<file path="config.mk">
export PLATFORM = sky130hd
export DESIGN_NAME = vseq_top
export DESIGN_NICKNAME = d
export VERILOG_FILES = /design/src/source/vseq_pkg.sv /design/src/source/vseq_decode.sv /design/src/source/vseq_sequencer.sv /design/src/source/vseq_units.sv /design/src/source/vseq_top.sv
export VERILOG_INCLUDE_DIRS = /design/src
export SDC_FILE = /design/constraint.sdc
export NUM_CORES = 1
export LEC_CHECK = 0
export BUFFER_PORTS_ARGS = -buffer_cell sky130_fd_sc_hd__buf_4
export CORE_MARGIN = 10
export CORE_UTILIZATION = 50
export CTS_CLUSTER_DIAMETER = 100
export DETAILED_ROUTE_END_ITERATION = 8
export GPL_ROUTABILITY_DRIVEN = 1
export PLACE_DENSITY = 0.68
export SYNTH_ARGS = -nofsm -noshare
export SYNTH_HDL_FRONTEND = slang
export SYNTH_SLANG_ARGS = --single-unit
</file>
<file path="constraint.sdc">
create_clock -name clk_i -period 6.6 [get_ports clk_i]
set_input_delay 0.99 -clock clk_i [delete_from_list [all_inputs] [get_ports clk_i]]
set_output_delay 0.99 -clock clk_i [all_outputs]
set_load 0.02 [all_outputs]
</file>
<file path="src/vseq_cfg.svh">
// Sizes are fixed at compile time; NR_LANES may be 1, 2 or 4 and NR_VINSN must be a power of two
`ifndef VSEQ_CFG_SVH
`define VSEQ_CFG_SVH

// Parallel lanes
`define VSEQ_NR_LANES 2

// Instruction ids in flight
`define VSEQ_NR_VINSN 4

// Architectural vector registers, v0 holds the mask
`define VSEQ_NR_VREGS 32

// PEs are the lanes, then load, store and mask units
`define VSEQ_NR_PES (`VSEQ_NR_LANES + 3)
`define VSEQ_PE_LOAD (`VSEQ_NR_LANES)
`define VSEQ_PE_STORE (`VSEQ_NR_LANES + 1)
`define VSEQ_PE_MASK (`VSEQ_NR_LANES + 2)

`endif

</file>
<file path="src/source/vseq_pkg.sv">
// Shared types only; opcodes are symbolic and carry no real ISA encoding
`include "vseq_cfg.svh"

package vseq_pkg;

  // Widths with a meaning
  typedef logic [$clog2(`VSEQ_NR_VINSN)-1:0] vid_t;
  typedef logic [$clog2(`VSEQ_NR_VREGS)-1:0] vreg_t;
  typedef logic [7:0]                        vlen_t;
  typedef logic [31:0]                       xlen_t;

  // One bit per instruction id, one bit per PE
  typedef logic [`VSEQ_NR_VINSN-1:0] vinsn_mask_t;
  typedef logic [`VSEQ_NR_PES-1:0]   pe_mask_t;

  // Supported operations
  typedef enum logic [2:0] {
    VADD,
    VMUL,
    VMAND,
    VLE,
    VSE,
    VCPOP
  } vop_e;

  // Functional unit that owns an operation
  typedef enum logic [1:0] {
    LANES,
    LOAD,
    STORE,
    MASK
  } vfu_e;

  // Sequencer FSM
  typedef enum logic {
    IDLE,
    WAIT
  } vseq_state_e;

  // Request from the dispatcher
  typedef struct packed {
    vop_e  op;
    vreg_t vd;
    logic  use_vd;
    vreg_t vs1;
    logic  use_vs1;
    vreg_t vs2;
    logic  use_vs2;
    // High means unmasked
    logic  vm;
    vlen_t vl;
    xlen_t scalar_op;
  } disp_req_t;

  // Decoder verdict
  typedef struct packed {
    vfu_e vfu;
    logic needs_addr_ack;
    logic needs_scalar_resp;
  } decoded_t;

  // Commit answer back to the dispatcher
  typedef struct packed {
    xlen_t result;
    logic  error;
  } disp_resp_t;

  // Request broadcast to every PE
  typedef struct packed {
    vid_t        id;
    vop_e        op;
    vfu_e        vfu;
    logic        vm;
    vlen_t       vl;
    xlen_t       scalar_op;
    vinsn_mask_t hazard_vs1;
    vinsn_mask_t hazard_vs2;
    vinsn_mask_t hazard_vm;
    vinsn_mask_t hazard_vd;
  } pe_req_t;

endpackage

</file>
<file path="src/source/vseq_decode.sv">
// Purely combinational; an unknown opcode falls back to the lanes with no commit wait
`timescale 1ns/10ps

module vseq_decode import vseq_pkg::*; (
  input  disp_req_t req_i,
  output decoded_t  dec_o
);

  // All opcode knowledge lives here
  always_comb begin : p_decode
    dec_o.vfu               = LANES;
    dec_o.needs_addr_ack    = 1'b0;
    dec_o.needs_scalar_resp = 1'b0;

    unique case (req_i.op)
      // Arithmetic runs on every lane
      VADD, VMUL: begin
        dec_o.vfu = LANES;
      end
      // Mask logical op writes a mask register
      VMAND: begin
        dec_o.vfu = MASK;
      end
      // Population count has no vd and answers with a scalar
      VCPOP: begin
        dec_o.vfu               = MASK;
        dec_o.needs_scalar_resp = 1'b1;
      end
      // Memory ops commit once the address is checked
      VLE: begin
        dec_o.vfu            = LOAD;
        dec_o.needs_addr_ack = 1'b1;
      end
      VSE: begin
        dec_o.vfu            = STORE;
        dec_o.needs_addr_ack = 1'b1;
      end
      default: begin
        dec_o.vfu = LANES;
      end
    endcase
    // Masked ops also occupy the mask unit, which the sequencer adds from vm
  end

endmodule

</file>
<file path="src/source/vseq_sequencer.sv">
// One commit may be outstanding at a time; the dispatcher must hold req_i until it is taken
`timescale 1ns/10ps
`include "vseq_cfg.svh"

module vseq_sequencer import vseq_pkg::*; (
  input  logic                           clk_i,
  input  logic                           rst_ni,
  // Dispatcher side
  input  disp_req_t                      req_i,
  input  decoded_t                       dec_i,
  input  logic                           req_valid_i,
  output logic                           req_ready_o,
  output disp_resp_t                     resp_o,
  output logic                           resp_valid_o,
  output logic                           idle_o,
  // PE side
  output pe_req_t                        pe_req_o,
  output logic                           pe_req_valid_o,
  output vinsn_mask_t                    running_o,
  input  pe_mask_t                       pe_ready_i,
  input  vinsn_mask_t [`VSEQ_NR_PES-1:0] pe_done_i,
  // Address check and scalar answer
  input  logic                           addr_ack_i,
  input  logic                           addr_error_i,
  input  xlen_t                          scalar_i,
  input  logic                           scalar_valid_i
);

  // v0 is the mask source
  localparam vreg_t VMASK = vreg_t'(0);

  // Last access to a register
  typedef struct packed {
    vid_t vid;
    logic valid;
  } vreg_access_t;

  // Ids running per PE and overall
  vinsn_mask_t [`VSEQ_NR_PES-1:0] pe_run_d, pe_run_q, pe_left;
  vinsn_mask_t                    running_d, running_q, running_left;

  vid_t        next_id;
  logic        ids_full;
  logic        struct_hazard;
  logic        can_issue;
  logic        issue;
  logic        commit;
  vseq_state_e state_d, state_q;
  pe_req_t     pe_req_d;

  vreg_access_t [`VSEQ_NR_VREGS-1:0] read_list_d, read_list_q;
  vreg_access_t [`VSEQ_NR_VREGS-1:0] write_list_d, write_list_q;

  assign running_o    = running_q;
  assign idle_o       = ~|running_q;
  assign resp_valid_o = commit;

  // Lowest free id, scanning down so the last hit wins
  always_comb begin : p_next_id
    next_id  = '0;
    ids_full = &running_q;
    for (int i = `VSEQ_NR_VINSN - 1; i >= 0; i--) begin
      if (!running_q[i]) begin
        next_id = vid_t'(i);
      end
    end
  end

  // Done pulses retire ids per PE
  always_comb begin : p_retire
    running_left = '0;
    for (int pe = 0; pe < `VSEQ_NR_PES; pe++) begin
      pe_left[pe]  = pe_run_q[pe] & ~pe_done_i[pe];
      running_left = running_left | pe_left[pe];
    end
  end

  // Store and mask unit share a queue in the full design
  assign struct_hazard = (dec_i.vfu == STORE && |pe_run_q[`VSEQ_PE_MASK]) ||
                         (dec_i.vfu == MASK && |pe_run_q[`VSEQ_PE_STORE]);
  assign can_issue     = &pe_ready_i && !ids_full && !struct_hazard;

  always_comb begin : p_sequencer
    state_d      = state_q;
    pe_run_d     = pe_left;
    read_list_d  = read_list_q;
    write_list_d = write_list_q;
    issue        = 1'b0;
    commit       = 1'b0;
    resp_o       = '0;
    req_ready_o  = 1'b0;

    // Held request keeps only hazards on ids still running
    pe_req_d            = pe_req_o;
    pe_req_d.hazard_vs1 = pe_req_o.hazard_vs1 & running_left;
    pe_req_d.hazard_vs2 = pe_req_o.hazard_vs2 & running_left;
    pe_req_d.hazard_vm  = pe_req_o.hazard_vm & running_left;
    pe_req_d.hazard_vd  = pe_req_o.hazard_vd & running_left;

    // Access entries lapse when their id stops
    for (int v = 0; v < `VSEQ_NR_VREGS; v++) begin
      read_list_d[v].valid  = read_list_q[v].valid & running_q[read_list_q[v].vid];
      write_list_d[v].valid = write_list_q[v].valid & running_q[write_list_q[v].vid];
    end

    unique case (state_q)
      IDLE: begin
        // Ops with a commit answer are taken later, in WAIT
        req_ready_o = can_issue && !dec_i.needs_addr_ack && !dec_i.needs_scalar_resp;
        if (req_valid_i && can_issue) begin
          issue = 1'b1;
          if (dec_i.needs_addr_ack || dec_i.needs_scalar_resp) begin
            state_d = WAIT;
          end

          // Record where the id runs
          unique case (dec_i.vfu)
            LOAD:    pe_run_d[`VSEQ_PE_LOAD][next_id] = 1'b1;
            STORE:   pe_run_d[`VSEQ_PE_STORE][next_id] = 1'b1;
            MASK:    pe_run_d[`VSEQ_PE_MASK][next_id] = 1'b1;
            default: begin
              for (int l = 0; l < `VSEQ_NR_LANES; l++) begin
                pe_run_d[l][next_id] = 1'b1;
              end
            end
          endcase
          // Masked op needs the mask unit too
          if (!req_i.vm) begin
            pe_run_d[`VSEQ_PE_MASK][next_id] = 1'b1;
          end

          pe_req_d = '{
            id       : next_id,
            op       : req_i.op,
            vfu      : dec_i.vfu,
            vm       : req_i.vm,
            vl       : req_i.vl,
            scalar_op: req_i.scalar_op,
            default  : '0
          };

          // RAW against the last writer
          if (req_i.use_vs1) begin
            pe_req_d.hazard_vs1[write_list_d[req_i.vs1].vid] |= write_list_d[req_i.vs1].valid;
          end
          if (req_i.use_vs2) begin
            pe_req_d.hazard_vs2[write_list_d[req_i.vs2].vid] |= write_list_d[req_i.vs2].valid;
          end
          if (!req_i.vm) begin
            pe_req_d.hazard_vm[write_list_d[VMASK].vid] |= write_list_d[VMASK].valid;
          end

          // WAR and WAW on vd
          if (req_i.use_vd) begin
            pe_req_d.hazard_vs1[read_list_d[req_i.vd].vid] |= read_list_d[req_i.vd].valid;
            pe_req_d.hazard_vs2[read_list_d[req_i.vd].vid] |= read_list_d[req_i.vd].valid;
            pe_req_d.hazard_vm[read_list_d[req_i.vd].vid]  |= read_list_d[req_i.vd].valid;
            pe_req_d.hazard_vd[write_list_d[req_i.vd].vid] |= write_list_d[req_i.vd].valid;
          end

          // This id becomes the last accessor
          if (req_i.use_vd) begin
            write_list_d[req_i.vd] = '{vid: next_id, valid: 1'b1};
          end
          if (req_i.use_vs1) begin
            read_list_d[req_i.vs1] = '{vid: next_id, valid: 1'b1};
          end
          if (req_i.use_vs2) begin
            read_list_d[req_i.vs2] = '{vid: next_id, valid: 1'b1};
          end
          if (!req_i.vm) begin
            read_list_d[VMASK] = '{vid: next_id, valid: 1'b1};
          end
        end
      end

      WAIT: begin
        // Held request still selects which answer to wait for
        if (dec_i.needs_addr_ack && addr_ack_i) begin
          commit       = 1'b1;
          resp_o.error = addr_error_i;
        end
        if (dec_i.needs_scalar_resp && scalar_valid_i) begin
          commit        = 1'b1;
          resp_o.result = scalar_i;
        end
        // Answer and acceptance share the cycle
        if (commit) begin
          req_ready_o = 1'b1;
          state_d     = IDLE;
        end
      end

      default: state_d = IDLE;
    endcase
  end

  // Union of all PEs, new ids included
  always_comb begin : p_running
    running_d = '0;
    for (int pe = 0; pe < `VSEQ_NR_PES; pe++) begin
      running_d = running_d | pe_run_d[pe];
    end
  end

  always_ff @(posedge clk_i or negedge rst_ni) begin : p_sequencer_ff
    if (!rst_ni) begin
      state_q        <= IDLE;
      pe_run_q       <= '0;
      running_q      <= '0;
      read_list_q    <= '0;
      write_list_q   <= '0;
      pe_req_valid_o <= 1'b0;
    end else begin
      state_q        <= state_d;
      pe_run_q       <= pe_run_d;
      running_q      <= running_d;
      read_list_q    <= read_list_d;
      write_list_q   <= write_list_d;
      pe_req_valid_o <= issue;
    end
  end

  // Issue register, one cycle behind acceptance
  always_ff @(posedge clk_i) begin : p_pe_req_ff
    pe_req_o <= pe_req_d;
  end

endmodule

</file>
<file path="src/source/vseq_units.sv">
// Timing-only PE models with no element data; VCPOP answers vl as if all elements were active
`timescale 1ns/10ps
`include "vseq_cfg.svh"

module vseq_units import vseq_pkg::*; (
  input  logic                           clk_i,
  input  logic                           rst_ni,
  input  pe_req_t                        pe_req_i,
  input  logic                           pe_req_valid_i,
  input  vinsn_mask_t                    running_i,
  output pe_mask_t                       pe_ready_o,
  output vinsn_mask_t [`VSEQ_NR_PES-1:0] pe_done_o,
  output logic                           addr_ack_o,
  output logic                           addr_error_o,
  output xlen_t                          scalar_o,
  output logic                           scalar_valid_o
);

  for (genvar p = 0; p < `VSEQ_NR_PES; p++) begin : g_pe
    // Two-entry queue, head is the running one
    pe_req_t     q_mem [2];
    vinsn_mask_t haz_q [2];
    logic        wr_q, rd_q;
    logic [1:0]  fill_q;
    logic        busy_q;
    vlen_t       left_q;
    pe_req_t     head;
    vlen_t       elems;
    logic        unit_hit, enq, start, done;

    // Which broadcast requests belong here
    always_comb begin : p_hit
      if (p < `VSEQ_NR_LANES) begin
        unit_hit = pe_req_i.vfu == LANES;
      end else if (p == `VSEQ_PE_LOAD) begin
        unit_hit = pe_req_i.vfu == LOAD;
      end else if (p == `VSEQ_PE_STORE) begin
        unit_hit = pe_req_i.vfu == STORE;
      end else begin
        unit_hit = pe_req_i.vfu == MASK || !pe_req_i.vm;
      end
    end

    assign enq  = pe_req_valid_i && unit_hit;
    assign head = q_mem[rd_q];

    // Lanes split the vector, ceiling division
    assign elems = (p < `VSEQ_NR_LANES) ?
        vlen_t'((9'(head.vl) + 9'(`VSEQ_NR_LANES - 1)) / 9'(`VSEQ_NR_LANES)) : head.vl;

    // Start once no producer or reader id is still live
    assign start = !busy_q && fill_q != 2'd0 && (haz_q[rd_q] & running_i) == '0;
    assign done  = busy_q && left_q <= vlen_t'(1);

    // Counts the request in flight so nothing overflows
    assign pe_ready_o[p] = fill_q == 2'd0 || (fill_q == 2'd1 && !enq);
    // Empty queue head holds no id yet
    assign pe_done_o[p]  = done ? (vinsn_mask_t'(1) << head.id) : '0;

    always_ff @(posedge clk_i or negedge rst_ni) begin : p_ctrl
      if (!rst_ni) begin
        wr_q   <= 1'b0;
        rd_q   <= 1'b0;
        fill_q <= 2'd0;
        busy_q <= 1'b0;
        left_q <= '0;
      end else begin
        if (enq) begin
          wr_q <= ~wr_q;
        end
        if (done) begin
          rd_q <= ~rd_q;
        end
        fill_q <= fill_q + 2'(enq) - 2'(done);
        if (start) begin
          busy_q <= 1'b1;
          left_q <= elems;
        end else if (done) begin
          busy_q <= 1'b0;
        end else if (busy_q) begin
          left_q <= left_q - vlen_t'(1);
        end
      end
    end

    // Hazard bits drop for good once the id retires, so a reused id is never waited on
    always_ff @(posedge clk_i) begin : p_queue
      for (int i = 0; i < 2; i++) begin
        haz_q[i] <= haz_q[i] & running_i;
      end
      if (enq) begin
        q_mem[wr_q] <= pe_req_i;
        haz_q[wr_q] <= (pe_req_i.hazard_vs1 | pe_req_i.hazard_vs2 |
                        pe_req_i.hazard_vm | pe_req_i.hazard_vd) & running_i;
      end
    end

    // Population count ends on the mask unit
    if (p == `VSEQ_PE_MASK) begin : g_scalar
      assign scalar_valid_o = done && head.op == VCPOP;
      assign scalar_o       = xlen_t'(head.vl);
    end
  end

  // Load and store check the base address on entry
  always_ff @(posedge clk_i or negedge rst_ni) begin : p_addr_ack
    if (!rst_ni) begin
      addr_ack_o   <= 1'b0;
      addr_error_o <= 1'b0;
    end else begin
      addr_ack_o   <= pe_req_valid_i && (pe_req_i.vfu == LOAD || pe_req_i.vfu == STORE);
      // Misaligned when the low bits are set
      addr_error_o <= pe_req_valid_i && (pe_req_i.vfu == LOAD || pe_req_i.vfu == STORE) &&
                      pe_req_i.scalar_op[1:0] != 2'b00;
    end
  end

endmodule

</file>
<file path="src/source/vseq_top.sv">
// Dispatcher must hold req_i until req_ready_o; PE traffic comes out for observation only
`timescale 1ns/10ps
`include "vseq_cfg.svh"

module vseq_top import vseq_pkg::*; (
  input  logic                           clk_i,
  input  logic                           rst_ni,
  input  disp_req_t                      req_i,
  input  logic                           req_valid_i,
  output logic                           req_ready_o,
  output disp_resp_t                     resp_o,
  output logic                           resp_valid_o,
  output logic                           idle_o,
  output pe_req_t                        pe_req_o,
  output logic                           pe_req_valid_o,
  output vinsn_mask_t [`VSEQ_NR_PES-1:0] pe_done_o
);

  decoded_t    dec;
  pe_mask_t    pe_ready;
  vinsn_mask_t running;
  logic        addr_ack;
  logic        addr_error;
  xlen_t       scalar;
  logic        scalar_valid;

  // Decode
  vseq_decode decode_i (
    .req_i(req_i),
    .dec_o(dec)
  );

  // Issue, hazards and commit
  vseq_sequencer sequencer_i (
    .clk_i         (clk_i),
    .rst_ni        (rst_ni),
    .req_i         (req_i),
    .dec_i         (dec),
    .req_valid_i   (req_valid_i),
    .req_ready_o   (req_ready_o),
    .resp_o        (resp_o),
    .resp_valid_o  (resp_valid_o),
    .idle_o        (idle_o),
    .pe_req_o      (pe_req_o),
    .pe_req_valid_o(pe_req_valid_o),
    .running_o     (running),
    .pe_ready_i    (pe_ready),
    .pe_done_i     (pe_done_o),
    .addr_ack_i    (addr_ack),
    .addr_error_i  (addr_error),
    .scalar_i      (scalar),
    .scalar_valid_i(scalar_valid)
  );

  // Execution units
  vseq_units units_i (
    .clk_i         (clk_i),
    .rst_ni        (rst_ni),
    .pe_req_i      (pe_req_o),
    .pe_req_valid_i(pe_req_valid_o),
    .running_i     (running),
    .pe_ready_o    (pe_ready),
    .pe_done_o     (pe_done_o),
    .addr_ack_o    (addr_ack),
    .addr_error_o  (addr_error),
    .scalar_o      (scalar),
    .scalar_valid_o(scalar_valid)
  );

endmodule

</file>
== Yosys cells after proc, flatten, opt, wreduce, memory -nomap -nowiden ==
Memories as Yosys holds them, arrays and structs flattened.
Index checks and enable logic that the tools add are counted.
Operators by class
  reduce and logical (&&, ||, !) cells: 111
  equal/unequal tests: 21
  bitwise gates (word level): 133
  muxes and demuxes: 265
  $lt $le $gt $ge: 86
  shift operators: 5
  add/subtract/negate cells: 17
Operator list (number)
  2-to-1 mux 94 bit: 5
  2-to-1 mux 96 bit: 4
  bitwise mux 96 bit: 3
  less-than comparator 2 x 3 -> 1 bit (second input constant): 69
  binary-select mux 1 bit (select 2 bit): 71
  2-to-1 mux 8 bit: 17
  AND 4 bit: 29
  2-to-1 mux 1 bit: 108
  2-to-1 mux 4 bit: 20
  OR 4 bit: 17
  AND 1 bit: 64
  binary-select mux 3 bit (select 5 bit): 4
  2-to-1 mux 16 bit: 3
  demux 3 bit (select 5 bit): 3
  logical AND 1 bit: 45
  <= comparator 8 x 1 -> 1 bit (second input constant): 5
  2-to-1 mux 20 bit: 2
  subtractor 8 x 1 -> 8 bit (second input constant): 5
  2-to-1 mux 33 bit: 1
  nonzero test 2 bit: 16
  2-to-1 mux 3 bit: 8
  zero test 4 bit: 5
  NOT 4 bit: 5
  left shift 1 x 2 -> 4 bit (first input constant): 5
  other kinds (28): 124
Word-level totals
  register bits: 349
  memories: 10
  input port bits: 65
  memory bits (writable): 680
Memories
  units_i.g_pe[0].q_mem: depth 2, width 64, read ports 1, clocked after memory_dff 0, write ports 1, line vseq_units.sv:21  | pe_req_t q_mem [2];
  units_i.g_pe[1].q_mem: depth 2, width 64, read ports 1, clocked after memory_dff 0, write ports 1, line vseq_units.sv:21
  units_i.g_pe[2].q_mem: depth 2, width 64, read ports 1, clocked after memory_dff 0, write ports 1, line vseq_units.sv:21
  units_i.g_pe[3].q_mem: depth 2, width 64, read ports 1, clocked after memory_dff 0, write ports 1, line vseq_units.sv:21
  units_i.g_pe[4].q_mem: depth 2, width 64, read ports 1, clocked after memory_dff 0, write ports 1, line vseq_units.sv:21
  units_i.g_pe[0].haz_q: depth 2, width 4, read ports 3, clocked after memory_dff 0, write ports 3, line vseq_units.sv:22  | vinsn_mask_t haz_q [2];
  +4 memories

== Depth between registers and ports, before layout ==
  word-level depth: 20
  depth in mapped cells: 11
  mapped depth without buffers: 10

== Modules after synthesis ==
A second synthesis with hierarchy kept.
Second synthesis, totals
  cells, all modules: 2477
  area total of the unflattened synthesis: 26330.3 µm²
By module, submodules not included
  vseq_sequencer: area each 16233.1 µm², times used 1, cells an instance 1599
  vseq_units: area each 10047.1 µm², times used 1, cells an instance 869
  vseq_decode: area each 50.0 µm², times used 1, cells an instance 9

== Worst setup path after synthesis ==
No wires, ideal clock.
  path kind: input to register
  from: in req_i[60] (netlist name)
  to: reg sequencer_i.pe_req_o[4] (netlist name)
  library setup time: 79 ps
  cell stages on the path: 8
  path slack: 3335 ps
  data required time: 6521 ps
  path buffers: 1
  data arrival time: 3186 ps
  cells stage by stage: or3b_2 > a21oi_1 > nor4_2 > and3_1 > buf_2 > nand3b_1 > or3_1 > o211ai_1
RTL lines
  start, declared: line vseq_top.sv:8  | input disp_req_t req_i,

== Worst setup path in the final report ==
  from: reg units_i.g_pe[4].left_q[4]
  to: out req_ready_o
On the way
  word-level cells in the longest chain between the ends: 8
Ends and longest elaborated chain
  start, declared: line vseq_units.sv:26  | vlen_t left_q;
  start signal, assigned: line vseq_units.sv:77  | left_q <= elems;
  start signal, assigned: line vseq_units.sv:81  | left_q <= left_q - vlen_t'(1);
  <= comparator 8 x 1 -> 1 bit: line vseq_units.sv:53  | assign done = busy_q && left_q <= vlen_t'(1);
  logical AND 1 bit: line vseq_units.sv:53
  named net units_i.g_pe[4].done: line vseq_units.sv:29  | logic unit_hit, enq, start, done;
  logical AND 1 bit: line vseq_units.sv:100  | assign scalar_valid_o = done && head.op == VCPOP;
  logical AND 1 bit: line vseq_sequencer.sv:183  | if (dec_i.needs_scalar_resp && scalar_valid_i) begin
  2-to-1 mux 1 bit: line vseq_sequencer.sv:183
  2-to-1 mux 1 bit: line vseq_sequencer.sv:106  | unique case (state_q)
  2-to-1 mux 1 bit: line vseq_sequencer.sv:188  | if (commit) begin
  case mux 1 bit (2 select lines): line vseq_sequencer.sv:106
  end, declared: line vseq_top.sv:10  | output logic req_ready_o,
The timed path passes the listed nets, and every way through them passes these cells. The select of a mux whose other input is x is not followed.

==> qor.yml <==
power_frac_seq_pct: 49.2
drc_errors: 0
vias: 20300
clockBufferDepth: 3
setup_viol: 0
die_x_microns: 246
die_h_microns: 246
pre_cts_ws_ps: 2450
timing.final.ws_setup_ps: 2260
dieArea_sq_um: 60500
cp-start-kind: "flop"
max_freq_mhz: 231
syn_area_per_cell_sq_um: 10.8
hold_path.class: "in2async"
postPlaceCellArea_sq_um: 27200
dpl.hpwl_mm: 55.5
grt_pass1_vias: 19900
initial_core_util_pct: 50.7
postCtsHoldBufs: 0
drv_slew: 0
wire_per_inst_microns: 25.0
overflow: 0
reg2reg_from: "sequencer_i.pe_req_o[57]"
ys_seq_area_share_pct: 50.4
most-common-layout-cells: "425 x nand2_1, 281 x dfrtp_1, 187 x buf_4"
area_growth_pct: 13.3
cts_resized: 0
rrSetupSlack_ps: 2600
clk_latency_ps: 620
fin_area_sq_um: 29000
layout-drive-gt1-share_pct: 18.0
netlist_area_sq_um: 25500
syn_inst: 2369
drt_first_pass_iters: 6
rows: 82
nets: 2561
period_minus_slack_ps: 4340
p_per_area_nw_per_um2: 221
peakVddDrop_mv: 0.193
cts_buffers: 51
outcome: "finished, final reports clean"
fill_cells: 4239
final_common_cell: "nand2_1"
core-area_sq_um: 50400
yosysWarnings: 0
synth_seq_cells: 495
antenna_cells: 0
intPower_w: 0.00495
r2r-end: "sequencer_i.pe_req_o[4]"
endpoint_kind: "output pin"
tritoncts: "yes"
clkPwrFrac_pct: 46.5
postCtsSetupBuffers: 0
postRouteAntennaNets: 0
track_usage_pct: 25.7
combinationalPowerShare_pct: 4.3
grt_pass1_wl_mm: 121
leakage_nw: 11.5
ios: 186
yosysUniqueCellTypes: 93
cp_data_arrival_time_ps: 3350
grt_max_degree: 143
async_flop_share_pct: 57.6
synth_edf_count: 154
antenna_found_initial: 0
dpl.cell_count: 3089
synthFlopType: "dfrtp_1"
reg2reg_depth: 10
p_sw_share_pct: 22.7
gp_congestion: 1.03
hold_viol_final: 0
cts.reportedPaths.clkPinSlew_ps: 60
crit_required_ps: 5610
period_share_pct: 65.7
total_switching_power_w: 0.00146
cp_max_fo: 9
rsz0062_at_grt: "false"
maxCapViolations: 0
vias_per_cell: 6.38
finalNonFillerCells: 3183
cts_root_buf: "clkbuf_16"
relSlewSlack_pct: 18.2
portBuffers: 161
htree_levels: 2
cts.sinks: 495
path_class: "reg2out"
fin_setup_tns_ps: 0
finalWirelength_mm: 79.7
drt_iter0_markers: 2403
tightest_slew_ps: 1230
finClkSkew_ps: 20.2
-- critical path: stages, from the launching register on --
cell and delay, ps:
dfrtp_1 410, nor4_1 580, nor4b_2 710, nand3_1 450, nand2_1 260, a41o_1 160
buf_4 160
-- cells by family after synthesis --
family | after synthesis | synth area share (%)
AO/OA/AOI/OAI | 524 | 13.8
multiplexers | 244 | 14.0
other | 1 | 0.0147
buffers and inverters | 217 | 3.79
flip-flops | 495 | 50.4
XOR/XNOR | 57 | 1.95
adder cells (fa/ha/maj) | 26 | 1.27
AND/OR/NAND/NOR | 805 | 14.7
-- sequential cells by signal (all words and copies together), names as in the netlist --
| register | flops |
|---|---|
| units_i.g_pe.busy_q | 5 |
| units_i.g_pe.rd_q | 5 |
| sequencer_i.running_o | 4 |
| sequencer_i.pe_run_q | 20 |
| units_i.g_pe.left_q | 40 |
| sequencer_i.pe_req_valid_o | 1 |
| units_i.g_pe.fill_q | 10 |
| units_i.g_pe.q_mem | 106 |
| sequencer_i.write_list_q | 96 |
| units_i.addr_ack_o | 1 |
| units_i.g_pe.wr_q | 5 |
| sequencer_i.pe_req_o | 64 |
| sequencer_i.read_list_q | 96 |
| sequencer_i.state_q | 1 |
| units_i.addr_error_o | 1 |
| units_i.g_pe.haz_q | 40 |
-- cell usage after synthesis, types with 25 or more instances --
cell	count	area share [%]
a21oi_1	56	1.1
a22oi_1	30	0.88
buf_4	28	0.82
clkbuf_1	97	1.4
dfrtp_1	285	28
dfxtp_1	56	4.4
edfxtp_1	154	18
ha_1	26	1.3
inv_1	47	0.69
mux2_2	45	2.0
mux2i_1	112	4.4
mux4_2	87	7.7
nand2_1	426	6.3
nand2b_1	27	0.66
nand3_1	75	1.5
nor2_1	89	1.3
nor2b_1	25	0.61
o211a_1	42	1.6
o21ai_0	185	3.6
o22ai_1	57	1.4
xnor2_1	41	1.4
-- power by group through the flow --
stage / clock [W] / sequential, W / combinational, W
6_report: 0.00298 / 0.00315 / 0.000275
5_1_grt: 0.00315 / 0.00315 / 0.000291
4_1_cts: 0.00303 / 0.00315 / 0.000268
3_5_place_dp: 0 / 0.00321 / 0.000267
3_3_place_gp: 0 / 0.00321 / 0.000264
2_1_floorplan: 0 / 0.00321 / 0.000153
-- worst max-delay path by stage --
stage / from / endpoint / slack [ps] / cells after the start
after floorplan: req_i[60] / sequencer_i.pe_req_o[4] / 3330 / 8
after global placement: req_i[54] / sequencer_i.pe_req_o[4] / 2540 / 9
after detailed placement: req_i[54] / sequencer_i.pe_req_o[4] / 2450 / 9
after CTS: units_i.g_pe[4].left_q[3] / req_ready_o / 2170 / 6
after global routing: units_i.g_pe[4].left_q[4] / req_ready_o / 2000 / 6
final: units_i.g_pe[4].left_q[4] / req_ready_o / 2260 / 6
-- layout make-up --
type,instances,area (sq um),share of cell area [%]
clock buffer,75,1520,5.25
inverter,51,196,0.679
sequential,495,12900,44.5
timing repair buffer,191,1480,5.11
tap,672,841,2.90
multi-input combinational,1680,11800,40.8
clock inverter,19,218,0.752
-- metrics by stage --
step | total power, W | util, % | hold WS [ps]
final | 0.00641 | 57.5 | 370
after detailed placement | 0.00348 | 54.0 | 452
after global placement | 0.00347 | 54.0 | 449
after floorplan | 0.00336 | - | 432
after global routing | 0.00659 | 57.5 | 407
after CTS | 0.00645 | 57.5 | 392
-- routing by layer --
layer	vias to the layer above	routed length (microns)	track usage, %
met1	10100	31700	33.7
met3	199	7540	6.05
met4	0	2580	7.90
li1	8942	-	-
met2	1020	37800	41.6
met5	-	0	0
Power figures use the tool's default switching activity.
